$ cat src/icache_config.svh
`ifndef ICACHE_CONFIG_SVH
`define ICACHE_CONFIG_SVH

// geometry of the 16 KiB four-way cache
`define ICACHE_ADDR_W 32
`define ICACHE_WORDS 8
`define ICACHE_WAYS 4
`define ICACHE_SETS 128

// field widths
`define ICACHE_OFF_W 3
`define ICACHE_SET_W 7
`define ICACHE_TAG_W 20

// bit positions of the fields in an address
`define ICACHE_OFF_LSB 2
`define ICACHE_SET_LSB (`ICACHE_OFF_LSB + `ICACHE_OFF_W)
`define ICACHE_TAG_LSB (`ICACHE_SET_LSB + `ICACHE_SET_W)

// line address as sent to memory
`define ICACHE_LINE_ADDR_W (`ICACHE_TAG_W + `ICACHE_SET_W)

`endif

$ cat src/icache_pkg.sv
`default_nettype none

`include "icache_config.svh"

package icache_pkg;

	typedef logic [31:0] word_t;
	typedef logic [`ICACHE_SET_W-1:0] set_t;
	typedef logic [`ICACHE_OFF_W-1:0] off_t;
	typedef logic [`ICACHE_WAYS-1:0] way_oh_t;

	typedef struct packed {
		logic valid;
		logic [`ICACHE_TAG_W-1:0] tag;
	} tag_entry_t;

	typedef word_t [`ICACHE_WORDS-1:0] line_t;
	typedef tag_entry_t [`ICACHE_WAYS-1:0] tag_set_t;
	typedef line_t [`ICACHE_WAYS-1:0] line_set_t;

	// one burst per miss, wraps from start_off
	typedef struct packed {
		logic valid;
		logic [`ICACHE_LINE_ADDR_W-1:0] line_addr;
		off_t start_off;
	} mem_req_t;

	typedef struct packed {
		logic valid;
		logic last; // eighth beat
		word_t data;
	} mem_resp_t;

	typedef struct packed {
		logic valid;
		logic hit;
		way_oh_t way_oh; // zero on a miss
		set_t set;
		logic [`ICACHE_TAG_W-1:0] tag; // from the physical address
		off_t off;
	} look_t;

	// shared by the sweep and the refill
	typedef struct packed {
		logic we;
		set_t set;
		way_oh_t way_oh;
		tag_entry_t tag_entry;
	} fill_t;

endpackage

`default_nettype wire

$ cat src/icache_sync_ram.sv
`timescale 1ns/1ns
`default_nettype none

module icache_sync_ram #(
	parameter int DEPTH = 128,
	parameter type T = logic
) (
	input logic i_clk,
	input logic i_we,
	input icache_pkg::set_t i_waddr,
	input icache_pkg::set_t i_raddr,
	input T i_wdata,
	output T o_rdata
);

	T mem [DEPTH];

	// read during write returns the old entry
	always_ff @(posedge i_clk) begin
		if (i_we) begin
			mem[i_waddr] <= i_wdata;
		end
		o_rdata <= mem[i_raddr];
	end

endmodule

`default_nettype wire

$ cat config.mk
export PLATFORM = sky130hd
export DESIGN_NAME = icache_sync_ram
export DESIGN_NICKNAME = d
export VERILOG_FILES = /design/src/icache_pkg.sv /design/src/icache_sync_ram.sv
export VERILOG_INCLUDE_DIRS = /design/src
export SDC_FILE = /design/constraint.sdc
export NUM_CORES = 1
export LEC_CHECK = 0
export BUFFER_PORTS_ARGS = -buffer_cell sky130_fd_sc_hd__buf_2
export CORE_MARGIN = 2
export CORE_UTILIZATION = 65
export CTS_CLUSTER_DIAMETER = 120
export DETAILED_ROUTE_END_ITERATION = 8
export PLACE_DENSITY = 0.83
export SLEW_MARGIN = 5
export SYNTH_ARGS = -nofsm -noshare
export SYNTH_HDL_FRONTEND = slang
export SYNTH_SLANG_ARGS = --single-unit
$ cat constraint.sdc
create_clock -name i_clk -period 5.1 [get_ports i_clk]
set_input_delay 0.765 -clock i_clk [delete_from_list [all_inputs] [get_ports i_clk]]
set_output_delay 0.765 -clock i_clk [all_outputs]
set_load 0.03 [all_outputs]
---- After elaboration in Yosys (flattened, before gate mapping) ----
Memory sizes are Yosys's and may differ from the RTL's. A register that Yosys moved wholly into a read port is not among the register bits.
Index checks and enable logic that the tools add are counted.
word-level totals
  bits in writable memories ............... 128
  input bits .............................. 17
  output and inout bits ................... 1
  flip-flop bits (word level) ............. 0
  word-level logic and storage cells ...... 3
  memories kept ........................... 1
memory list
  memory  words  width  read ports  clocked after memory_dff  wr ports  RTL line               text
  mem     128    1      1           1                         1         icache_sync_ram.sv:16  T mem [DEPTH];
operators by class
  multiplexer cells ....................... 2
operator list
  cell              number
  2-to-1 mux 1 bit  2

---- Depth between registers and ports, before layout ----
Gate-level depths: netlist of the first run.
  depth in word-level cells ............... 2
  depth in mapped cells ................... 8
  gate-level depth less buffers ........... 5

---- Worst setup path after synthesis of the first run ----
Ideal clock, no wire load.
  path type ............................... input port to flip-flop
  start ................................... input i_raddr[1]
  end ..................................... register o_rdata (read register of mem)
  data arrival time ....................... 2239 ps
  setup time .............................. 129 ps
  data required time ...................... 4971 ps
  cell stages on the path ................. 6
  buffers on the path ..................... 1
  path slack .............................. 2733 ps
  path through ............................ buf_6 -> mux4_1 -> mux4_2 -> and3b_1 -> a31oi_1 -> nand4_1
RTL lines
  element             RTL line               text
  start: declaration  icache_sync_ram.sv:11  input icache_pkg::set_t i_raddr,
  end: declaration    icache_sync_ram.sv:13  output T o_rdata

==> results of run 1 <==
critical path: cells and delay by family:
family | cells | cell delay, ns
AO/OA/AOI/OAI | 1 | 0.19
buffers and inverters | 1 | 0.58
multiplexers | 2 | 1.16
AND/OR/NAND/NOR | 2 | 0.29
power groups by stage:
stage / registers, uW / logic (uW) / clock network (uW)
2_1_floorplan: 1200 / 77.0 / 0
3_3_place_gp: 1190 / 121 / 0
3_5_place_dp: 1190 / 124 / 0
4_1_cts: 1170 / 127 / 1250
5_1_grt: 1170 / 138 / 1290
6_report: 1170 / 127 / 1240
sequential cells by signal (all words and copies together) (netlist names):
| name | flops |
|---|---|
| mem | 128 |
| o_rdata | 1 |
kinds of logic (layout without fill, tap and decap cells):
logic type	count (synthesis)	count (layout)	synth area share, %
multiplexers	42	42	15.03
AND/OR/NAND/NOR	196	196	14.92
flip-flops	129	129	67.56
buffers and inverters	23	51	1.838
AO/OA/AOI/OAI	5	5	0.6566
area by class of cell:
| type | instances | area (um2) | share of cell area, % |
|---|---|---|---|
| clock buffer | 17 | 414.1 | 6.421 |
| timing repair buffer | 18 | 92.59 | 1.435 |
| clock inverter | 15 | 190.2 | 2.949 |
| tap | 108 | 135.1 | 2.095 |
| multi-input combinational | 243 | 1750 | 27.14 |
| sequential | 129 | 3864 | 59.90 |
| inverter | 1 | 3.754 | 0.05820 |
per-stage QoR:
step           instance area (um2)  total power [uW]  hold slack [ns]  utilization [%]  worst slack [ns]
2_1_floorplan                 5719              1274           0.7843                -             2.733
3_3_place_gp                  5846              1315           0.8368            67.69             2.059
3_5_place_dp                  5846              1319           0.8596            67.69             2.004
4_1_cts                       6450              2546           0.5685            74.69             2.500
5_1_grt                       6450              2603           0.5885            74.69             2.422
6_report                      6450              2537           0.5929            74.69             2.489
layer usage:
layer	part of all wire [%]	GRT usage, %
met5	0	0
met4	1.6	8.654
met3	9.7	9.735
met2	51	45.20
met1	38	36.44
placed cells by master (no fill, tap or decap), types with 2 or more instances in the layout:
cell / Yosys / layout
buf_2: 6 / 17
nand4_1: 7 / 7
nor2_1: 132 / 132
and3b_1: 2 / 2
nor4_1: 3 / 3
clkinv_1: 0 / 3
clkinvlp_4: 0 / 3
mux4_1: 7 / 7
nand4b_1: 2 / 2
inv_6: 0 / 2
nand3_1: 13 / 13
mux2i_1: 9 / 9
clkbuf_16: 0 / 16
nor3_1: 4 / 4
nand3b_1: 2 / 2
nand2_1: 15 / 15
clkinv_2: 0 / 2
bufinv_16: 0 / 4
edfxtp_1: 128 / 128
nor2b_1: 10 / 10
mux4_2: 26 / 26
nand2b_1: 3 / 3
worst max-delay path by stage:
| stage | start | endpoint | slack, ns | depth (start not counted) |
|---|---|---|---|---|
| finish | i_raddr[1] | o_rdata$_DFF_P_ | 2.49 | 6 |
| global route | i_raddr[1] | o_rdata$_DFF_P_ | 2.42 | 6 |
| CTS | i_raddr[1] | o_rdata$_DFF_P_ | 2.50 | 6 |
| detailed placement | i_raddr[1] | o_rdata$_DFF_P_ | 2.00 | 6 |
| global placement | i_raddr[1] | o_rdata$_DFF_P_ | 2.06 | 6 |
| floorplan | i_raddr[1] | o_rdata$_DFF_P_ | 2.73 | 6 |
==> summary.txt, run 1 <==
CTS
  – CTS tree: done
  – Clock buffer depth: 2
  – H-tree levels: 4
  – Clk slew on worst S/H paths: approximately 0.06 ns
  – Hold-fix buffers at CTS: 0
  – Clock insertion delay at the later pin of the skew report: approximately 0.52 ns
  – Clock Tree Root: clkbuf_8
  – CTS-repair resized insts: 0
  – # Post-CTS Setup Buffers: 0
  – CTS Sinks: 129
  – CTS buffer count: 17

Worst setup path
  – Crit path max-delay cell type: mux4_1
  – Cell chain of the critical path: buf_2 -> mux4_1 -> mux4_2 -> and3b_1 -> a31oi_1 -> nand4_1
  – Reg2Reg Depth: 5
  – Setup CP Type: input port to flop
  – Req. time, crit path: approximately 5.5 ns
  – Crit-path max FO: 28
  – Worst reg2reg startpoint: mem[3]$_DFFE_PP_
  – Crit path DAT: 3.01 ns
  – Worst R2R Setup Slack: between 3 and 4 ns
  – Biggest cell delay along the critical path: between 0.6 and 0.7 ns
  – Crit start category: input port
  – Reg-to-reg endpoint: o_rdata$_DFF_P_
  – CP endpoint kind: flop

Pwr
  – Power per cell area: slightly below 400 nW/um2
  – Sequential power share: between 40% and 50%
  – Combinational Power Share: roughly 5.0%
  – Static Leak: ~0.002 uW
  – Psw: approximately 530 uW
  – P_int: between 2000 and 2500 uW
  – Clk pwr share: between 40% and 50%
  – Switching share of power: 21.01%
  – Worst vdd ir: 0.4390 mV

Floorplan
  – IO Pins: 18
  – Row cnt: 34
  – DIE AREA: about 9600 um2
  – Die Y: between 90 and 100 um
  – Core ar.: around 8600 um2
  – Starting density of the core: around 66%
  – DIE WIDTH: roughly 100 um

Global routing
  – Largest net degree at the start of global routing: 73
  – First-pass GRT wire length: slightly below 20000 um
  – Vias in the first global route: between 3000 and 4000
  – Global Route Usage Sum: 27.91%
  – Initial antenna violation count: 0
  – GR Overflow Total: 0

Synth
  – Fraction of registers with async set/reset: 0%
  – Ys flop type: edfxtp_1
  – Post-synth EDFFs: around 130
  – Syn nets: 412
  – Post-Syn Area: 5719 um2
  – Avg Cell Area, Syn: ~14 um2
  – Commonest cells post-synth: nor2_1, edfxtp_1, mux4_2, nand2_1
  – Post-synthesis cell type count: 30
  – Synth area leaders: edfxtp_1, mux4_2, nor2_1, mux4_1, mux2i_1
  – Synth warn: 0
  – Register area share after synthesis: around two thirds
  – Post-Synthesis Cells: just under 400
  – Most frequent cell after synthesis: nor2_1
  – #FFs+latches synth: between 100 and 150
  – Area leader, netlist: edfxtp_1
  – Post-synth top area share: between 60% and 70%

STA
  – Slew @ Worst Pin: roughly 1.1 ns
  – Min Tclk post-route: 2.611 ns
  – Sum Neg Setup Slack: 0 ns
  – Pins Over Slew Limit: 0
  – # setup viols final: 0
  – Part of the cycle the worst path needs: about half
  – Normalized max-slew margin: ~29%
  – Unrepaired setup endpoints after global routing: no
  – Final Skew: about 0.0059 ns
  – Hold Fails Final Rpt: 0
  – Achievable Freq: ~0.38 GHz

Worst hold path
  – Worst hold path startpoint: i_raddr[6]
  – Hold Crit Class: input port to flop
  – Hold path endpoint: o_rdata$_DFF_P_
  – Min-Delay Path Depth: 3

Cells and area
  – Nets: 427
  – Ant. Diodes: 0
  – Layout cells sized above 1: 17.73%
  – Fillers: around 540
  – Area Growth Syn to Fin: 12.78%
  – Final cell count without fillers: 531

Job
  – Count of maximum capacitance violations: 0

Routing
  – Wire per inst: between 20 and 25 um
  – Remaining DRCs: 0
  – Router iterations before antenna repair: 5
  – Via Count: between 3000 and 4000
  – 1st-iter DRT viols: 478
  – Routed Antenna Nets: 0
  – Via density: approximately 6.6
  – Total Routed Length: 12210 um

Placed design
  – Port bufs: 17
  – Placer Congestion: 0.7995
  – Dpl cells: roughly 500
  – Detailed-placement wirelength estimate: 6556 um

Outcome
  – Outcome: finished, final reports clean
(Power assumes the default switching activity.)
==> inputs of run 2 (changes only) <==
CORE_UTILIZATION = 56   (was 65)
PLACE_DENSITY = 0.76   (was 0.83)
clock period = 2.1 ns   (was 5.1 ns; I/O delays follow)
==> summary.txt, run 2 (synthesized netlist as in run 1, its figures left out) <==
CTS
  – Hold-fix buffers at CTS: 0 (unchanged)
  – # Post-CTS Setup Buffers: 0 (unchanged)
  – CTS Sinks: 129 (unchanged)
  – CTS buffer count: 17 (unchanged)
  – Clk slew on worst S/H paths: 0.06 ns (about the same)
  – CTS tree: done
  – Clock insertion delay at the later pin of the skew report: 0.52 ns (about the same)
  – Clock Tree Root: clkbuf_8
  – CTS-repair resized insts: 0 (unchanged)
  – H-tree levels: 4 (unchanged)
  – Clock buffer depth: 2 (unchanged)

Cells and area
  – Ant. Diodes: 0 (unchanged)
  – Layout cells sized above 1: 19.08% (+1.3 points)
  – Most frequent cells in the layout: nor2_1, edfxtp_1, mux4_2
  – Largest registers: mem (128), o_rdata (1)
  – Final cell count without fillers: 568 (+7.0%)
  – Fillers: 697 (+28%)
  – Nets: 442 (+3.5%)
  – Max reg flops: 128 (unchanged)
  – Largest Register: mem
  – Register area: 3864 um2 (unchanged)
  – Area of the multi-input gates: 1750 um2 (unchanged)
  – Area Growth Syn to Fin: 14.00%
  – Most common cell after layout, fill and taps aside: nor2_1

STA
  – Min Tclk post-route: ~2.0 ns
  – Unrepaired setup endpoints after global routing: no
  – Normalized max-slew margin: 62.91% (+34 points)
  – # setup viols final: 0 (unchanged)
  – Hold Fails Final Rpt: 0 (unchanged)
  – Sum Neg Setup Slack: 0 ns (unchanged)
  – Pins Over Slew Limit: 0 (unchanged)
  – Final Skew: 0.004734 ns (-0.001143 ns)
  – Setup WS post-layout: 0.1365 ns (-2.353 ns)
  – Part of the cycle the worst path needs: just over 90%
  – Slew @ Worst Pin: 0.5423 ns (-0.5195 ns)
  – Achievable Freq: 0.5093 GHz

Worst setup path
  – Crit-path max FO: 1 (-96%)
  – Cell chain of the critical path: mux4_1 -> mux4_2 -> and3b_1 -> a31oi_1 -> nand4_1
  – Crit path max-delay cell type: mux4_1
  – Setup CP Type: flop to flop
  – Crit path DAT: 2.36 ns (-0.65 ns)
  – CP startpoint: mem[20]$_DFFE_PP_
  – Biggest cell delay along the critical path: 0.49 ns (-0.19 ns)
  – Req. time, crit path: 2.49 ns (-3.01 ns)
  – CP endpoint kind: flop
  – Worst reg2reg startpoint: mem[20]$_DFFE_PP_
  – Crit start category: flop

Global routing
  – Largest net degree at the start of global routing: 129 (+77%)
  – Initial antenna violation count: 0 (unchanged)
  – First-pass GRT wire length: 18420 um (-4.3%)
  – GR Overflow Total: 0 (unchanged)
  – Global Route Usage Sum: 23.06% (-4.9 points)
  – Vias in the first global route: 3396 (-6.0%)

Pwr
  – Power per cell area: 872.8 nW/um2 (+120%)
  – Combinational Power Share: 5.8% (+0.8 points)
  – Psw: 1210 uW (+130%)
  – P_int: 4481 uW (+120%)
  – Worst vdd ir: 0.6015 mV (+37%)
  – Switching share of power: 21.26% (+0.25 points)
  – Clk pwr share: 44.2% (-4.6 points)
  – Static Leak: 0.002050 uW (+1.7%)
  – Sequential power share: 50.1% (+3.9 points)

Worst hold path
  – Worst hold path startpoint: i_raddr[6]
  – Hold Crit Class: input port to flop

Routing
  – Via density: 6.018 (-8.6%)
  – Remaining DRCs: 0 (unchanged)
  – Via Count: 3418 (-2.2%)
  – Routed Antenna Nets: 0 (unchanged)
  – Router iterations before antenna repair: 4 (-1)
  – Wire per inst: 20.11 um (-13%)
  – Total Routed Length: 11420 um (-6.4%)
  – 1st-iter DRT viols: 399 (-17%)

Floorplan
  – Row cnt: 36 (+5.9%)
  – Die Y: 105.1 um (+7.4%)
  – IO Pins: 18 (unchanged)
  – Starting density of the core: 57.98% (-8.2 points)
  – DIE WIDTH: 105.1 um (+7.4%)
  – DIE AREA: 11040 um2 (+15%)
  – Core ar.: 9864 um2 (+14%)

Placed design
  – Detailed-placement wirelength estimate: 6825 um (+4.1%)
  – Port bufs: 17 (unchanged)
  – Dpl cells: 539 (+8.0%)
  – Placer Congestion: 0.7862 (-1.7%)
  – Dpl ws: -0.03910 ns (-2.043 ns)

Job
  – Count of maximum capacitance violations: 0 (unchanged)

Outcome
  – Outcome: finished, final reports clean
run 2: cell types whose count changed in the layout (fill, tap and decap cells not counted), sizes merged:
| cell | delta |
|---|---|
| buf | +15 |
| bufinv | -3 |
| clkbuf | +1 |
| clkinv | +3 |
| clkinvlp | -2 |
| inv | -2 |
run 2: final timing paths:
check,to,slack (ns),cells past startpoint
max reg2reg,o_rdata$_DFF_P_,0.14,5
min,o_rdata$_DFF_P_,0.13,3
max,o_rdata$_DFF_P_,0.14,5
min reg2reg,o_rdata$_DFF_P_,0.87,5
run 2: power groups by stage:
stage	clock (uW)	sequential (uW)	combinational (uW)
floorplan	0	2910	187
global placement	0	2900	319
detailed placement	0	2900	325
CTS	2540	2850	328
global route	2660	2850	356
finish	2510	2850	328
run 2: layout make-up:
type	count	share of cell area (%)
Clock buffer	18	6.410
Clock inverter	11	1.151
Inverter	1	0.05757
Multi-Input combinational cell	243	26.85
Sequential cell	129	59.26
Tap cell	133	2.552
Timing Repair Buffer	33	3.723
run 2: critical path: cells and delay by family (launching register included):
kind               cells  cell delay, ns
and+or+nand+nor        2            0.30
DFF                    1            0.38
AOI/OAI and AO/OA      1            0.19
muxes                  2            0.96
run 2: metal layers:
metal / vias up / routed length (um) / track usage, %
met3: 16 / 987 / 7.174
met4: 0 / 165 / 7.905
li1: 1543 / - / -
met1: 1715 / 4783 / 32.24
met5: - / 0 / 0
met2: 144 / 5488 / 34.79
run 2: through the flow:
step | total power [uW] | cell area [um2] | hold slack [ns] | util, %
6_report | 5690 | 6520 | 0.1346 | 66.10
5_1_grt | 5865 | 6520 | 0.1342 | 66.10
4_1_cts | 5720 | 6520 | 0.1134 | 66.10
3_5_place_dp | 3226 | 6027 | 0.6537 | 61.10
3_3_place_gp | 3219 | 6027 | 0.6597 | 61.10
2_1_floorplan | 3093 | 5719 | 0.4139 | -
==> inputs of run 3 (changes only) <==
ABC_AREA = 1   (was default)
==> summary.txt, run 3 <==
Floorplan
  – Core ar.: 10280 um2 (+4.2%)
  – Row cnt: 37 (+2.8%)
  – IO Pins: 18 (unchanged)
  – DIE AREA: 11420 um2 (+3.5%)
  – DIE WIDTH: 106.9 um (+1.7%)
  – Starting density of the core: 57.67% (-0.31 points)
  – Die Y: 106.9 um (+1.7%)

Cells and area
  – Nets: 656 (+48%)
  – Register area: 3864 um2 (unchanged)
  – Most frequent cells in the layout: nand2_1, nor2_1, edfxtp_1
  – Most common cell after layout, fill and taps aside: nand2_1
  – Area of the multi-input gates: 1785 um2 (+2.0%)
  – Max reg flops: 128 (unchanged)
  – Layout cells sized above 1: 9.969% (-9.1 points)
  – Largest registers: mem (128), o_rdata (1)
  – Largest Register: mem
  – Fillers: 793 (+14%)
  – Final cell count without fillers: 788 (+39%)
  – Area Growth Syn to Fin: 13.68%
  – Ant. Diodes: 0 (unchanged)

STA
  – Achievable Freq: 0.7169 GHz (+41%)
  – Final Skew: 0.006487 ns (+0.001753 ns)
  – Part of the cycle the worst path needs: 66.42% (-27 points)
  – Min Tclk post-route: 1.395 ns (-0.5686 ns)
  – Pins Over Slew Limit: 0 (unchanged)
  – Slew @ Worst Pin: 0.8131 ns (+0.2708 ns)
  – # setup viols final: 0 (unchanged)
  – Sum Neg Setup Slack: 0 ns (unchanged)
  – Unrepaired setup endpoints after global routing: no
  – Setup WS post-layout: 0.7052 ns (+0.5686 ns)
  – Normalized max-slew margin: 45.66% (-17 points)
  – Hold Fails Final Rpt: 0 (unchanged)

Pwr
  – Switching share of power: 23.07% (+1.8 points)
  – Static Leak: 0.002409 uW (+18%)
  – Combinational Power Share: 6.7% (+0.9 points)
  – P_int: 4630 uW (+3.3%)
  – Worst vdd ir: 0.5339 mV (-11%)
  – Psw: 1389 uW (+15%)
  – Design Power: 6019 uW (+5.8%)
  – Power per cell area: 893.3 nW/um2 (+2.4%)
  – Clk pwr share: 46.0% (+1.8 points)
  – Sequential power share: 47.3% (-2.8 points)

CTS
  – CTS Sinks: 129 (unchanged)
  – Clock buffer depth: 2 (unchanged)
  – CTS buffer count: 17 (unchanged)
  – Hold-fix buffers at CTS: 0 (unchanged)
  – CTS-repair resized insts: 0 (unchanged)
  – CTS tree: done
  – Clock insertion delay at the later pin of the skew report: 0.52 ns (about the same)
  – # Post-CTS Setup Buffers: 0 (unchanged)
  – Clock Tree Root: clkbuf_8
  – H-tree levels: 4 (unchanged)
  – Clk slew on worst S/H paths: 0.06 ns (about the same)

Worst setup path
  – Req. time, crit path: 2.31 ns (-0.18 ns)
  – Reg-to-reg endpoint: o_rdata$_DFF_P_
  – CP endpoint kind: flop
  – Reg2Reg Depth: 10 (+5)
  – Worst reg2reg startpoint: mem[21]$_DFFE_PP_
  – Crit start category: input port
  – Worst R2R Setup Slack: 0.86 ns (+0.72 ns)
  – Crit-path max FO: 14 (+13)
  – Crit path DAT: 1.61 ns (-0.75 ns)
  – Setup CP Type: input port to flop

Routing
  – Router iterations before antenna repair: 5 (+1)
  – Total Routed Length: 14590 um (+28%)
  – Via density: 5.871 (-2.4%)
  – Wire per inst: 18.52 um (-7.9%)
  – Via Count: 4626 (+35%)
  – Routed Antenna Nets: 0 (unchanged)
  – Remaining DRCs: 0 (unchanged)
  – 1st-iter DRT viols: 459 (+15%)

Worst hold path
  – Worst hold path startpoint: i_raddr[6]
  – Hold Crit Class: input port to flop
  – Hold path endpoint: o_rdata$_DFF_P_
  – Min-Delay Path Depth: 3 (unchanged)

Global routing
  – Largest net degree at the start of global routing: 88 (-32%)
  – First-pass GRT wire length: 23010 um (+25%)
  – Initial antenna violation count: 0 (unchanged)
  – GR Overflow Total: 0 (unchanged)
  – Vias in the first global route: 4496 (+32%)
  – Global Route Usage Sum: 27.46% (+4.4 points)

Synth
  – Synth warn: 0 (unchanged)
  – Synth area leaders: edfxtp_1, nand2_1, nand3_1, nor2_1, inv_1
  – Post-synthesis cell type count: 13 (-57%)
  – Post-Syn Area: 5927 um2 (+3.6%)
  – Ys flop type: edfxtp_1
  – Post-Synthesis Cells: 620 (+57%)
  – Post-synth top area share: 64.85% (-2.4 points)
  – Commonest cells post-synth: nand2_1, nor2_1, edfxtp_1, nand3_1, inv_1
  – Most frequent cell after synthesis: nand2_1
  – Area leader, netlist: edfxtp_1
  – Post-synth EDFFs: 128 (unchanged)
  – Avg Cell Area, Syn: 9.560 um2 (-34%)
  – Register area share after synthesis: 65.19% (-2.4 points)
  – Fraction of registers with async set/reset: 0% (unchanged)
  – Syn nets: 637 (+55%)
  – #FFs+latches synth: 129 (unchanged)

Placed design
  – Dpl cells: 756 (+40%)
  – Placer Congestion: 0.9238 (+18%)
  – Dpl ws: 0.2443 ns (+0.2834 ns)
  – Detailed-placement wirelength estimate: 8276 um (+21%)
  – Port bufs: 17 (unchanged)

Outcome
  – Outcome: finished, final reports clean

Job
  – Count of maximum capacitance violations: 0 (unchanged)
==> run 3: cell types whose count changed in the layout (fill, tap and decap cells not counted), sizes merged, moves of 3 or more <==
cell,change
inv,+26
mux2i,-9
nand4,-7
nor2b,-10
nand3,+105
nand2,+158
nor4,-3
mux4,-33
nor3,+6
nand2b,-3
==> run 3: final cells by class <==
cell class | count | share of cell area, %
Clock buffer | 17 | 6.147
Clock inverter | 15 | 2.117
Inverter | 25 | 1.393
Multi-Input combinational cell | 433 | 26.50
Sequential cell | 129 | 57.34
Tap cell | 136 | 2.526
Timing Repair Buffer | 33 | 3.974
==> run 3: worst max path at each step <==
stage / start / to
final: i_waddr[2] / mem[93]$_DFFE_PP_
after global routing: i_waddr[2] / mem[93]$_DFFE_PP_
after global placement: i_waddr[2] / mem[61]$_DFFE_PP_
after CTS: o_rdata$_DFF_P_ / o_rdata
after detailed placement: i_waddr[2] / mem[93]$_DFFE_PP_
after floorplan: i_we / mem[105]$_DFFE_PP_
==> run 3: kinds of logic (layout without fill, tap and decap cells) <==
kind of cell / count (synthesis) / after routing / share of synthesized area [%]
and+or+nand+nor: 433 / 433 / 30.12
buffers and inverters: 58 / 90 / 4.687
DFF: 129 / 129 / 65.19
==> run 3: per-stage QoR <==
step,instance area (um2),hold slack (ns),util (%)
6_report,6738,0.04760,65.56
3_3_place_gp,6181,0.5776,60.14
2_1_floorplan,5927,0.4139,-
5_1_grt,6738,0.03792,65.56
3_5_place_dp,6181,0.5619,60.14
4_1_cts,6738,0.02172,65.56
==> run 3: worst max-delay path, stage by stage <==
cell and delay [ns]:
buf_2 0.12, inv_1 0.08, nor3_1 0.22, nand2_1 0.53, nor2_1 0.33
==> run 3: per-layer routing <==
layer | GRT usage (%) | routed length, um | up-vias | share of wire (%)
met4 | 12.80 | 401 | 0 | 2.7
li1 | - | - | 2118 | -
met1 | 36.13 | 5665 | 2214 | 39
met2 | 43.40 | 7093 | 264 | 49
met5 | 0 | 0 | - | 0
met3 | 6.626 | 1431 | 30 | 9.8
==> run 3: power by group through the flow <==
stage               clock network (uW)  registers [uW]  logic [uW]
finish                            2770            2850         403
detailed placement                   0            2900         390
global placement                     0            2900         384
floorplan                            0            2900         232
CTS                               2780            2850         395
global route                      2900            2850         442
