### src/icache_config.svh
`ifndef ICACHE_CONFIG_SVH
`define ICACHE_CONFIG_SVH

// geometry of the 16 KiB four-way cache
`define ICACHE_ADDR_W 32
`define ICACHE_WORDS 8
`define ICACHE_WAYS 4
`define ICACHE_SETS 128

// field widths
`define ICACHE_OFF_W 3
`define ICACHE_SET_W 7
`define ICACHE_TAG_W 20

// bit positions of the fields in an address
`define ICACHE_OFF_LSB 2
`define ICACHE_SET_LSB (`ICACHE_OFF_LSB + `ICACHE_OFF_W)
`define ICACHE_TAG_LSB (`ICACHE_SET_LSB + `ICACHE_SET_W)

// line address as sent to memory
`define ICACHE_LINE_ADDR_W (`ICACHE_TAG_W + `ICACHE_SET_W)

`endif

### src/icache_pkg.sv
`default_nettype none

`include "icache_config.svh"

package icache_pkg;

	typedef logic [31:0] word_t;
	typedef logic [`ICACHE_SET_W-1:0] set_t;
	typedef logic [`ICACHE_OFF_W-1:0] off_t;
	typedef logic [`ICACHE_WAYS-1:0] way_oh_t;

	typedef struct packed {
		logic valid;
		logic [`ICACHE_TAG_W-1:0] tag;
	} tag_entry_t;

	typedef word_t [`ICACHE_WORDS-1:0] line_t;
	typedef tag_entry_t [`ICACHE_WAYS-1:0] tag_set_t;
	typedef line_t [`ICACHE_WAYS-1:0] line_set_t;

	// one burst per miss, wraps from start_off
	typedef struct packed {
		logic valid;
		logic [`ICACHE_LINE_ADDR_W-1:0] line_addr;
		off_t start_off;
	} mem_req_t;

	typedef struct packed {
		logic valid;
		logic last; // eighth beat
		word_t data;
	} mem_resp_t;

	typedef struct packed {
		logic valid;
		logic hit;
		way_oh_t way_oh; // zero on a miss
		set_t set;
		logic [`ICACHE_TAG_W-1:0] tag; // from the physical address
		off_t off;
	} look_t;

	// shared by the sweep and the refill
	typedef struct packed {
		logic we;
		set_t set;
		way_oh_t way_oh;
		tag_entry_t tag_entry;
	} fill_t;

endpackage

`default_nettype wire

### src/icache_ctrl.sv
`timescale 1ns/1ns
`default_nettype none

`include "icache_config.svh"

module icache_ctrl (
	input logic i_clk,
	input logic i_rst,
	input icache_pkg::look_t i_look,
	input icache_pkg::way_oh_t i_victim,
	input icache_pkg::mem_resp_t i_beat,
	output logic o_stall,
	output icache_pkg::mem_req_t o_mem_req,
	output logic o_start,
	output icache_pkg::off_t o_start_off,
	output icache_pkg::fill_t o_fill,
	output logic o_plru_miss
);

	typedef enum logic [2:0] {
		SWEEP,
		IDLE,
		REQUEST,
		RECEIVE,
		REFILL
	} state_t;

	state_t state_q;
	state_t state_d;
	icache_pkg::set_t sweep_q;
	icache_pkg::set_t miss_set_q;
	logic [`ICACHE_TAG_W-1:0] miss_tag_q;
	icache_pkg::off_t miss_off_q;
	icache_pkg::way_oh_t miss_way_q;
	logic miss;

	assign miss = (state_q == IDLE) && i_look.valid && !i_look.hit;

	always_comb begin
		state_d = state_q;
		case (state_q)
			SWEEP: begin
				if (sweep_q == icache_pkg::set_t'(`ICACHE_SETS - 1)) begin
					state_d = IDLE;
				end
			end
			IDLE: begin
				if (miss) begin
					state_d = REQUEST;
				end
			end
			REQUEST: state_d = RECEIVE;
			RECEIVE: begin
				if (i_beat.valid && i_beat.last) begin
					state_d = REFILL;
				end
			end
			REFILL: state_d = IDLE;
			default: state_d = SWEEP;
		endcase
	end

	always_ff @(posedge i_clk) begin
		if (i_rst) begin
			state_q <= SWEEP;
			sweep_q <= '0;
		end else begin
			state_q <= state_d;
			if (state_q == SWEEP) begin
				sweep_q <= sweep_q + 1'b1;
			end
		end
	end

	// miss context, held until the refill write
	always_ff @(posedge i_clk) begin
		if (miss) begin
			miss_set_q <= i_look.set;
			miss_tag_q <= i_look.tag;
			miss_off_q <= i_look.off;
			miss_way_q <= i_victim;
		end
	end

	assign o_stall = (state_q != IDLE) || miss;
	assign o_plru_miss = miss; // victim counts as used
	assign o_start = (state_q == REQUEST);
	assign o_start_off = miss_off_q;

	always_comb begin
		o_mem_req.valid = (state_q == REQUEST);
		o_mem_req.line_addr = {miss_tag_q, miss_set_q};
		o_mem_req.start_off = miss_off_q;
	end

	always_comb begin
		o_fill = '0;
		if (state_q == SWEEP) begin
			o_fill.we = 1'b1;
			o_fill.set = sweep_q;
			o_fill.way_oh = '1; // all ways to invalid
		end else if (state_q == REFILL) begin
			o_fill.we = 1'b1;
			o_fill.set = miss_set_q;
			o_fill.way_oh = miss_way_q;
			o_fill.tag_entry.valid = 1'b1;
			o_fill.tag_entry.tag = miss_tag_q;
		end
	end

endmodule

`default_nettype wire

### config.mk
export PLATFORM = sky130hd
export DESIGN_NAME = icache_ctrl
export DESIGN_NICKNAME = d
export VERILOG_FILES = /design/src/icache_pkg.sv /design/src/icache_ctrl.sv
export VERILOG_INCLUDE_DIRS = /design/src
export SDC_FILE = /design/constraint.sdc
export NUM_CORES = 1
export LEC_CHECK = 0
export ABC_AREA = 1
export BUFFER_PORTS_ARGS = -buffer_cell sky130_fd_sc_hd__buf_4
export CAP_MARGIN = 25
export CORE_ASPECT_RATIO = 0.8
export CORE_MARGIN = 1.5
export CORE_UTILIZATION = 44
export CTS_BUF_LIST = sky130_fd_sc_hd__clkbuf_4 sky130_fd_sc_hd__clkbuf_8
export DETAILED_ROUTE_END_ITERATION = 8
export MAX_ROUTING_LAYER = met4
export PLACE_DENSITY_LB_ADDON = 0.2
export SETUP_SLACK_MARGIN = 0.05
export SYNTH_ARGS = -nofsm -noshare
export SYNTH_HDL_FRONTEND = slang
export SYNTH_SLANG_ARGS = --single-unit
### constraint.sdc
create_clock -name i_clk -period 9.3 [get_ports i_clk]
set_input_delay 1.86 -clock i_clk [delete_from_list [all_inputs] [get_ports i_clk]]
set_output_delay 1.86 -clock i_clk [all_outputs]
set_load 0.005 [all_outputs]
# Word level (Yosys, flattened, before mapping)
# Index checks and enable logic that the tools add are counted.
[op_classes] n_eq_ne=9 add_sub_neg=1 reduce_logical=7 mux=7
[ops] op="33-bit 2-to-1 mux" n=1
[ops] op="21-bit 2-to-1 mux" n=1
[ops] op="3-bit one-hot mux with 5 select lines" n=1
[ops] op="12-bit 2-to-1 mux" n=1
[ops] op="3-bit 2-to-1 mux" n=3
[ops] op="7-bit by 1-bit adder with 7-bit output (second input constant)" n=1
[ops] op="7-bit equality test (second input constant)" n=1
[ops] op="3-bit by 2-bit equality test with 1-bit output (second input constant)" n=2
[ops] op="2-bit inequality test (second input constant)" n=3
[ops] op="3-bit by 1-bit equality test with 1-bit output (second input constant)" n=1
[ops] op="3-bit equality test (second input constant)" n=1
[ops] op="1-bit logical AND" n=3
[ops] op="3-bit zero test" n=1
[ops] op="3-bit by 1-bit inequality test with 1-bit output (second input constant)" n=1
[ops] op="3-bit AND reduction" n=1
[ops] op="1-bit zero test" n=1
[ops] op="1-bit logical OR" n=1
[totals] ff_bits=44 out_inout_bits=70 word_cells=30 in_bits=76

# Longest topological paths before layout
# Gate-level depths: netlist of run 1.
[logic_depth] ltp_word=5 depth_mapped=9 mapped_depth_nobuf=9

# Least setup slack after synthesis of run 1
# OpenSTA, ideal clock, no wires.
[synth_timing] path_kind="input to output" startpoint="input port i_look[34] (netlist bit)" endpoint="output port o_plru_miss" arrival_time_ns=5.338 required_time_ns=7.440 n_path_buf=0 slack_ns=2.102 stages=3 cell_sequence="inv_1 -> nand2_1 -> nor4_1"
[synth_between] elab_chain_cells=2
[synth_lines] item="start, declared" line_no="icache_ctrl.sv:9" rtl="input icache_pkg::look_t i_look,"
[synth_lines] item="1-bit zero test" line_no="icache_ctrl.sv:37" rtl="assign miss = (state_q == IDLE) && i_look.valid && !i_look.hit;"
[synth_lines] item="1-bit logical AND" line_no="icache_ctrl.sv:37"
[synth_lines] item="end, declared" line_no="icache_ctrl.sv:17" rtl="output logic o_plru_miss"
# Every way passes these cells.

# Worst setup path in the final report of run 1
# Ends and elaborated chain as after synthesis.

==> impl_results.md, run 1 <==
- Boundary pin count: between 100 and 150
- Worst-skew pair later-pin latency: ~0.29 ns
- Nets: ~370
- CP Launch Type: primary input
- Worst slew pin tran: 0.435 ns
- Clock power share: 0.310
- WL/cell: roughly 12 microns
- Htree depth: 2
- Setup CP Type: primary input to output port
- Crit share post-route: 0.507
- DR pass1 iterations: 4
- Core Rows: 21
- Hold WC Path Type: register to register
- Post-CTS Setup Bufs: 0
- Flop pwr share: 0.556
- Final hold viol count: 0
- Crit. End Element: output port
- Reg clk slew, reported paths: 0.07 ns
- Final core occ: 0.678
- Clock Sinks: 44
- First-pass GRT wire length: roughly 6000 microns
- CTS root buffer: clkbuf_8
- Layout area overhead: 49.9%
- # placed instances: about 340
- Post-synthesis cell type count: 22
- Levels on crit path: 6
- Commonest non-fill, non-tap cell in the layout: buf_4
- GRT Residual Overflow: 0
- Hold-fix buffers, CTS: 0
- Critical path's largest stage delay: roughly 0.43 ns
- Commonest non-fill, non-tap cells in the layout: 110 x buf_4, 35 x nor2_1, 34 x edfxtp_1
- PwrDens: 142 nW/um^2
- Slowest-stage cell, CP: buf_4
- Gate power share: 0.134
- Leakage: 0.00133 uW
- #FFs+latches synth: 44
- Max-slew violation count: 0
- Relative slew slack: 0.710
- Iter 0 DRT Violations: between 50 and 60
- Final instance area: approximately 2800 sq um
- Initial antenna violation count: 0
- Placer Congestion: approximately 0.85
- CTS max path bufs: 2
- Vias in the first global route: about 1300
- Via count: about 1500
- CP arrival: roughly 2.9 ns
- Finished Layout Cells: 350
- Largest net degree at the start of global routing: 36
- Most used cell, CP: buf_4
- R2R cell count: 3
- Status: finished clean
- Multi-input logic area: 463 sq um
- Delay-heaviest family, CP: buffers and inverters
- Post-synthesis average cell area: ~10 sq um
- DIE AREA: roughly 4700 sq um
- Resized cells post-CTS: 0
- DP Wirelength: ~3100 microns
- ANT cells: 0
- Fin Setup TNS: 0 ns
- Post-synthesis sequential area ratio: 0.651
- DR vias/cell: approximately 4.4
- Max_cap viols: 0
- Post-DP Area: about 2700 sq um
- Count of input and output buffers: 109
- DIE HEIGHT: slightly above 60 microns
- Syn Inst Count: approximately 180
- Worst hold slack: 0.496 ns
- Internal cell power: just over 300 uW
- Synthesized netlist net count: roughly 260
- WP buf/inv: 4
- Detail Route Antenna Nets: 0
- DIE WIDTH: about 76 microns
- RSZ-0062 raised after global routing: false
- Global-route usage over all layers: 0.178
- Share of cells above drive strength 1: 0.440
- CTS buffer count: 5
- Fillers: 337
- Worst vdd rail ir drop: between 0.1 and 0.15 mV
- Switching pwr: slightly below 90 uW
- CTS tree: done
- DRC Markers: 0
- Final wirelength: roughly 4100 microns
- CP cell instances: buf_4, inv_1, nand2_1, nor4_2, buf_4, buf_4
- Starting Density: 0.452
- Synth warn: 0
- Final setup violating endpoints: 0
- Reg area: about 1200 sq um
- Sw frac: 0.224
- Synth Cell Area: between 1500 and 2000 sq um
- Cell depth of the worst hold path: 2
- Core Region: about 4200 sq um
- Critical Path RT: approximately 7.4 ns
- Fmax: ~210 MHz
- Post-layout min period: 4.71 ns
- Setup Skew: between 0.003 and 0.004 ns
- Maximum fanout along the worst path: 35
## cells by family after synthesis
logic type               after synthesis  share of synthesized area
AND/OR/NAND/NOR                       78                      0.188
flip-flops                            44                      0.651
AO/OA/AOI/OAI                         15                     0.0440
buffers and inverters                 43                      0.106
adder cells (fa/ha/maj)                1                    0.00667
XOR/XNOR                               1                    0.00467
## per-stage QoR
step / power, uW / setup slack (ns)
after floorplan: 251 / 2.10
after global placement: 279 / 4.58
after detailed placement: 281 / 4.58
after CTS: 404 / 4.58
after global routing: 419 / 4.48
final: 399 / 4.59
## power groups by stage
stage,registers [uW],logic (uW),clock network (uW)
finish,222,53.4,124
floorplan,226,24.6,0
global route,223,59.6,137
global placement,226,53.0,0
CTS,222,54.1,128
detailed placement,227,54.2,0
## sequential cells by signal, summed over array words and instances, names as in the netlist
name,count
miss_set_q,7
state_q,3
o_start_off,3
sweep_q,7
miss_tag_q,20
miss_way_q,4
## area by class of cell
class,instances,area share
Clock buffer,7,0.0320
Clock inverter,1,0.00267
Inverter,36,0.0480
Multi-Input combinational cell,95,0.165
Sequential cell,44,0.434
Tap cell,57,0.0253
Timing Repair Buffer,110,0.293
## synth_stat cells (all sizes together)
| master | n | area (sq um) |
|---|---|---|
| a21oi | 5 | 25.0 |
| a22o | 2 | 17.5 |
| o21ai | 8 | 40.0 |
| dfxtp | 10 | 200 |
| edfxtp | 34 | 1020 |
| ha | 1 | 12.5 |
| nand3 | 4 | 20.0 |
| nand2 | 26 | 100 |
| nand4 | 4 | 25.0 |
| nor2 | 40 | 173 |
| nand3b | 1 | 7.51 |
| inv | 36 | 135 |
| nor4 | 1 | 6.26 |
| buf | 7 | 63.8 |
| nor3 | 2 | 21.3 |
| xnor2 | 1 | 8.76 |
## worst paths after layout
kind                            from                  endpoint  slack [ns]
min reg2reg  sweep_q[2]$_SDFFE_PP0N_   sweep_q[2]$_SDFFE_PP0N_        0.50
min          sweep_q[2]$_SDFFE_PP0N_   sweep_q[2]$_SDFFE_PP0N_        0.50
max reg2reg  state_q[0]$_SDFFE_PP0P_  o_start_off[0]$_DFFE_PP_        7.77
max                       i_look[34]               o_plru_miss        4.59
## worst register-to-register path: cells and delay by family, from the launching register on
family | cells | cell delay, ns
DFF | 1 | 0.44
buffers and inverters | 2 | 0.52
and+or+nand+nor | 1 | 0.21
## routing by layer
| metal | vias up | wire length (microns) | global-route usage |
|---|---|---|---|
| met5 | - | 0 | - |
| met4 | 0 | 30 | 0.0635 |
| met3 | 4 | 307 | 0.0563 |
| met2 | 61 | 2010 | 0.300 |
| met1 | 675 | 1740 | 0.208 |
| li1 | 793 | - | - |
(Power assumes the default switching activity.)
==> run 2, diff against run 1 <==
- CORE_UTILIZATION: 44 -> 37
- clock period: 9.3 -> 3.95 ns (I/O delays scaled with it)
==> run 2 against run 1 <==
Against the previous run: count of clock-buffer cells in the layout is the same; core utilization shrank 8.1 points; via count grew 0.13%; clock power grew 130%; design area grew 0.44%; sequential power grew 140%; combinational power grew 140%; sequential share of layout area shrank 0.19 points; power grew 140%; sequential cell count is the same; register-to-register slack lost 5.5 ns; critical path type is now register to output port; critical endpoint is now o_fill[13]; largest cell class unchanged; highest routed layer unchanged.
==> impl_results.md, run 2 (synthesis gave the netlist of run 1 again) <==
- Largest net degree at the start of global routing: 35 (was 36)
- R2R Setup Slk: 2.24 ns (was 7.77 ns)
- Iter 0 DRT Violations: 53 (was 59)
- Clock Sinks: 44 (unchanged)
- Reg with most FFs: miss_tag_q (unchanged)
- Relative slew slack: 0.710 (about the same)
- DP Wirelength: 3280 microns (was 3140 microns)
- DIE AREA: 5510 sq um (was 4670 sq um)
- Reg2reg start: state_q[0]$_SDFFE_PP0P_ (unchanged)
- Core Region: 4730 sq um (was 4150 sq um)
- Final setup violating endpoints: 0 (unchanged)
- Cell depth of the worst hold path: 2 (unchanged)
- WL/cell: 12.0 microns (was 11.7 microns)
- Crit. End Element: output port (unchanged)
- DR vias/cell: 4.35 (was 4.38)
- DRC Markers: 0 (unchanged)
- Maximum fanout along the worst path: 20 (was 35)
- Worst vdd rail ir drop: 0.245 mV (was 0.121 mV)
- Global-route usage over all layers: 0.172 (was 0.178)
- Share of cells above drive strength 1: 0.440 (unchanged)
- Finished Layout Cells: 353 (was 350)
- Post-CTS Setup Bufs: 0 (unchanged)
- DIE HEIGHT: 66.7 microns (was 61.4 microns)
- Max reg flops: 20 (unchanged)
- PwrDens: 333 nW/um^2 (was 142 nW/um^2)
- Commonest non-fill, non-tap cells in the layout: 110 x buf_4, 35 x nor2_1, 34 x edfxtp_1 (unchanged)
- Setup CP Type: register to output port (was primary input to output port)
- Fmax: ~410 MHz
- Post-layout min period: between 2 and 2.5 ns
- First-pass GRT wire length: 6600 microns (was 6030 microns)
- Placer Congestion: 0.823 (was 0.852)
- Core Rows: 22 (was 21)
- DR pass1 iterations: 4 (unchanged)
- Fillers: 425 (was 337)
- Worst setup endpoint: o_fill[13] (was o_plru_miss)
- ANT cells: 0 (unchanged)
- Layout area overhead: 50.6% (was 49.9%)
- Max_cap viols: 0 (unchanged)
- Final hold viol count: 0 (unchanged)
- Reg clk slew, reported paths: 0.08 ns (was 0.07 ns)
- Nets: 369 (unchanged)
- Critical Path RT: 3.16 ns (was 7.44 ns)
- Crit share post-route: 0.615
- Vias in the first global route: 1449 (was 1320)
- Initial antenna violation count: 0 (unchanged)
- Hold WC Path Type: register to register (unchanged)
- Boundary pin count: 146 (unchanged)
- Hold-fix buffers, CTS: 0 (unchanged)
- Max-slew violation count: 0 (unchanged)
- Status: finished clean (unchanged)
- CP arrival: 1.64 ns (was 2.85 ns)
- Starting Density: 0.396 (was 0.452)
- DIE WIDTH: 82.6 microns (was 76.0 microns)
- Leakage: 0.00133 uW (about the same)
- R2R cell count: 3 (unchanged)
- CTS buffer count: 5 (unchanged)
- Commonest non-fill, non-tap cell in the layout: buf_4 (unchanged)
- Worst hold slack: 0.490 ns (was 0.496 ns)
- Resized cells post-CTS: 0 (unchanged)
- RSZ-0062 raised after global routing: false (unchanged)
- RR Endpoint: miss_tag_q[3]$_DFFE_PP_ (was o_start_off[0]$_DFFE_PP_)
- Top Registers: miss_tag_q (20), miss_set_q (7), sweep_q (7) (unchanged)
- # placed instances: 345 (was 342)
- CTS max path bufs: 2 (unchanged)
- Fin Setup TNS: 0 ns (unchanged)
- Htree depth: 2 (unchanged)
- Worst slew pin tran: 0.434 ns (was 0.435 ns)
- CP Launch Type: register (was primary input)
- CTS root buffer: clkbuf_8 (unchanged)
- Count of input and output buffers: 109 (unchanged)
- CTS tree: done (unchanged)
- Worst-skew pair later-pin latency: 0.29 ns (about the same)
- Via count: 1535 (was 1533)
- CP Launch Point: state_q[1]$_SDFFE_PP0P_ (was i_look[34])
- Detail Route Antenna Nets: 0 (unchanged)
- Final wirelength: 4240 microns (was 4090 microns)
- GRT Residual Overflow: 0 (unchanged)
- Setup Skew: 0.00797 ns (was 0.00351 ns)
-- run 2: cell counts in the layout (fill, tap and decap cells not counted) --
No cell type changed its count.
-- run 2: layout make-up --
cell class                      count  area [sq um]  area share
Clock inverter                      1          7.51     0.00266
Clock buffer                        7          90.1      0.0319
Sequential cell                    44          1220       0.432
Inverter                           36           135      0.0478
Multi-Input combinational cell     95           472       0.167
Timing Repair Buffer              110           826       0.292
Tap cell                           60          75.1      0.0266
-- run 2: where the power goes --
| part | total [uW] | internal [uW] | switching [uW] |
|---|---|---|---|
| combinational | 128 | 68.2 | 60.2 |
| clock | 291 | 149 | 142 |
| sequential | 523 | 513 | 10.1 |
-- run 2: stage by stage --
step           area, sq um  setup WS [ns]  utilization  power (uW)
6_report              2830           1.52        0.597         942
4_1_cts               2830           1.48        0.597         958
3_3_place_gp          2730           1.67        0.576         661
3_5_place_dp          2730           1.67        0.576         664
2_1_floorplan         1880          0.319            -         591
5_1_grt               2830           1.34        0.597         993
-- run 2: worst max-delay path, cell delays in order (launching register included) --
cell and delay, ns:
dfxtp_1 0.38, nor2_4 0.18, inv_2 0.09, nor2_4 0.22, inv_2 0.21, nor2_1 0.15, buf_4 0.13
-- run 2: worst min path at each step --
| stage | from | to | slack [ns] |
|---|---|---|---|
| 6_report | sweep_q[2]$_SDFFE_PP0N_ | sweep_q[2]$_SDFFE_PP0N_ | 0.49 |
| 3_5_place_dp | sweep_q[2]$_SDFFE_PP0N_ | sweep_q[2]$_SDFFE_PP0N_ | 0.48 |
| 3_3_place_gp | sweep_q[2]$_SDFFE_PP0N_ | sweep_q[2]$_SDFFE_PP0N_ | 0.47 |
| 4_1_cts | sweep_q[2]$_SDFFE_PP0N_ | sweep_q[2]$_SDFFE_PP0N_ | 0.49 |
| 5_1_grt | sweep_q[2]$_SDFFE_PP0N_ | sweep_q[2]$_SDFFE_PP0N_ | 0.51 |
| 2_1_floorplan | sweep_q[2]$_SDFFE_PP0N_ | sweep_q[2]$_SDFFE_PP0N_ | 0.45 |
-- run 2: routing by layer --
layer	wire, microns	vias up	part of all wire	global-route usage
li1	-	800	-	-
met1	1880	665	0.44	0.215
met2	1990	65	0.47	0.270
met3	337	5	0.079	0.0466
met4	44	0	0.010	0.0563
met5	0	-	0	-
==> run 3, diff against run 2 <==
- CORE_UTILIZATION: 37 -> 41
- clock period: 3.95 -> 2.4 ns (I/O delays scaled with it)
==> run 3 against run 2 <==
Against the previous run: non-clock buffer count is 2 higher; via count grew 3.6%; first-iteration DRC count down 21%; setup slack worse by 1.3 ns; sequential share of layout area shrank 0.42 points; clock skew shrank 0.0030 ns; critical path depth unchanged; global-route usage grew 1.5 points; design area increased by 0.97%; clock power increased by 93%; core utilization is 6.9 points higher; wire length rose by 2.5%; critical endpoint is now o_fill[0].
==> impl_results.md, run 3 (synthesis gave the netlist of run 1 again) <==
- Status: finished clean (unchanged)
- WL/cell: 12.3 microns (was 12.0 microns)
- Htree depth: 2 (unchanged)
- CP Launch Point: state_q[1]$_SDFFE_PP0P_ (unchanged)
- Core Rows: 21 (was 22)
- GRT Residual Overflow: 0 (unchanged)
- Critical Path RT: 1.92 ns (was 3.16 ns)
- Reg with most FFs: miss_tag_q (unchanged)
- Hold-fix buffers, CTS: 0 (unchanged)
- Crit. End Element: output port (unchanged)
- DP Wirelength: 3390 microns (was 3280 microns)
- Fin Setup TNS: 0 ns (unchanged)
- Setup CP Type: register to output port (unchanged)
- Initial antenna violation count: 0 (unchanged)
- First-pass GRT wire length: 6920 microns (was 6600 microns)
- Global-route usage over all layers: 0.187 (was 0.172)
- Resized cells post-CTS: 0 (unchanged)
- CP arrival: 1.68 ns (was 1.64 ns)
- Maximum fanout along the worst path: 20 (unchanged)
- Largest net degree at the start of global routing: 21 (was 35)
- CTS max path bufs: 2 (unchanged)
- CTS tree: done (unchanged)
- Core Region: 4280 sq um (was 4730 sq um)
- Worst-skew pair later-pin latency: 0.29 ns (about the same)
- Post-CTS Setup Bufs: 0 (unchanged)
- Worst hold slack: 0.364 ns (was 0.490 ns)
- DR pass1 iterations: 4 (unchanged)
- Worst slew pin tran: 0.396 ns (was 0.434 ns)
- Commonest non-fill, non-tap cell in the layout: buf_4 (unchanged)
- DIE HEIGHT: 63.5 microns (was 66.7 microns)
- Vias in the first global route: 1513 (was 1449)
- Top Registers: miss_tag_q (20), miss_set_q (7), sweep_q (7) (unchanged)
- Post-layout min period: roughly 2.2 ns
- Max reg flops: 20 (unchanged)
- Starting Density: 0.438 (was 0.396)
- RSZ-0062 raised after global routing: false (unchanged)
- Reg clk slew, reported paths: 0.08 ns (about the same)
- Nets: 371 (was 369)
- Commonest non-fill, non-tap cells in the layout: 112 x buf_4, 35 x nor2_1, 34 x edfxtp_1 (was 110 x buf_4, 35 x nor2_1, 34 x edfxtp_1)
- Final core occ: 0.666 (was 0.597)
- Iter 0 DRT Violations: 42 (was 53)
- Hold WC Path Type: primary input to register (was register to register)
- Clock Sinks: 44 (unchanged)
- CP Launch Type: register (unchanged)
- Pwr Total: 1640 uW (was 942 uW)
- DIE WIDTH: 78.6 microns (was 82.6 microns)
- Hold Path Origin: i_look[15] (was sweep_q[2]$_SDFFE_PP0N_)
- Leakage: 0.00135 uW (was 0.00133 uW)
- Share of cells above drive strength 1: 0.444 (was 0.440)
- Setup Skew: 0.00498 ns (was 0.00797 ns)
- DR vias/cell: 4.52 (was 4.35)
- Crit share post-route: 0.899
- Boundary pin count: 146 (unchanged)
- Detail Route Antenna Nets: 0 (unchanged)
- Via count: 1591 (was 1535)
- ANT cells: 0 (unchanged)
- Final wirelength: 4350 microns (was 4240 microns)
- Max_cap viols: 0 (unchanged)
- Final setup violating endpoints: 0 (unchanged)
- Final hold viol count: 0 (unchanged)
- Reg2reg start: state_q[0]$_SDFFE_PP0P_ (unchanged)
- PwrDens: 574 nW/um^2 (was 333 nW/um^2)
- Placer Congestion: 0.765 (was 0.823)
- DIE AREA: 5000 sq um (was 5510 sq um)
- Layout area overhead: 52.1% (was 50.6%)
- CTS root buffer: clkbuf_8 (unchanged)
- Max-slew violation count: 0 (unchanged)
- CTS buffer count: 5 (unchanged)
- Relative slew slack: 0.734 (was 0.710)
- Worst vdd rail ir drop: 0.363 mV (was 0.245 mV)
- Fmax: approximately 460 MHz
- Count of input and output buffers: 109 (unchanged)
- DRC Markers: 0 (unchanged)
==> run 3: changes by cell type in the layout (fill, tap and decap cells not counted), sizes merged <==
| cell | before | now |
|---|---|---|
| clkinvlp | 1 | 0 |
| bufinv | 0 | 1 |
| buf | 110 | 112 |
==> run 3: worst max-delay path, cell delays in order (launching register included) <==
cell and delay [ns]:
dfxtp_1 0.38, nor2_4 0.18, inv_2 0.09, nor2_4 0.22, inv_2 0.21, nor2_1 0.16
buf_4 0.13
==> run 3: metrics by stage <==
| step | std cells | worst slack, ns | area [sq um] |
|---|---|---|---|
| after floorplan | 182 | 0.159 | 1890 |
| after global placement | 344 | 0.557 | 2740 |
| after detailed placement | 344 | 0.548 | 2740 |
| after CTS | 352 | 0.222 | 2850 |
| after global routing | 352 | 0.0532 | 2850 |
| final | 352 | 0.241 | 2850 |
==> run 3: path summary, 6_finish.rpt <==
check | end | slack [ns] | depth (start not counted)
worst min-delay path | miss_tag_q[12]$_DFFE_PP_ | 0.36 | 1
worst min register to register | sweep_q[2]$_SDFFE_PP0N_ | 0.50 | 2
worst max-delay path | o_fill[0] | 0.24 | 6
worst max register to register | miss_set_q[0]$_DFFE_PP_ | 0.84 | 3
==> run 3: layout make-up <==
class                           instances  area, sq um
Clock buffer                            7         83.8
Clock inverter                          1         30.0
Fill cell                             365         1430
Inverter                               36          135
Multi-Input combinational cell         95          472
Sequential cell                        44         1220
Tap cell                               57         71.3
Timing Repair Buffer                  112          841
==> run 3: per-layer routing <==
metal	vias up	track usage	wire length, microns
met5	-	-	0
met1	715	0.229	1870
met4	0	0.0647	73
met3	9	0.0449	315
met2	70	0.303	2090
li1	797	-	-
==> run 3: where the power goes <==
part	leakage [uW]	internal [uW]	switching [uW]
clock network	0.0000593	334	229
registers	0.000387	844	17.7
logic	0.000903	113	100
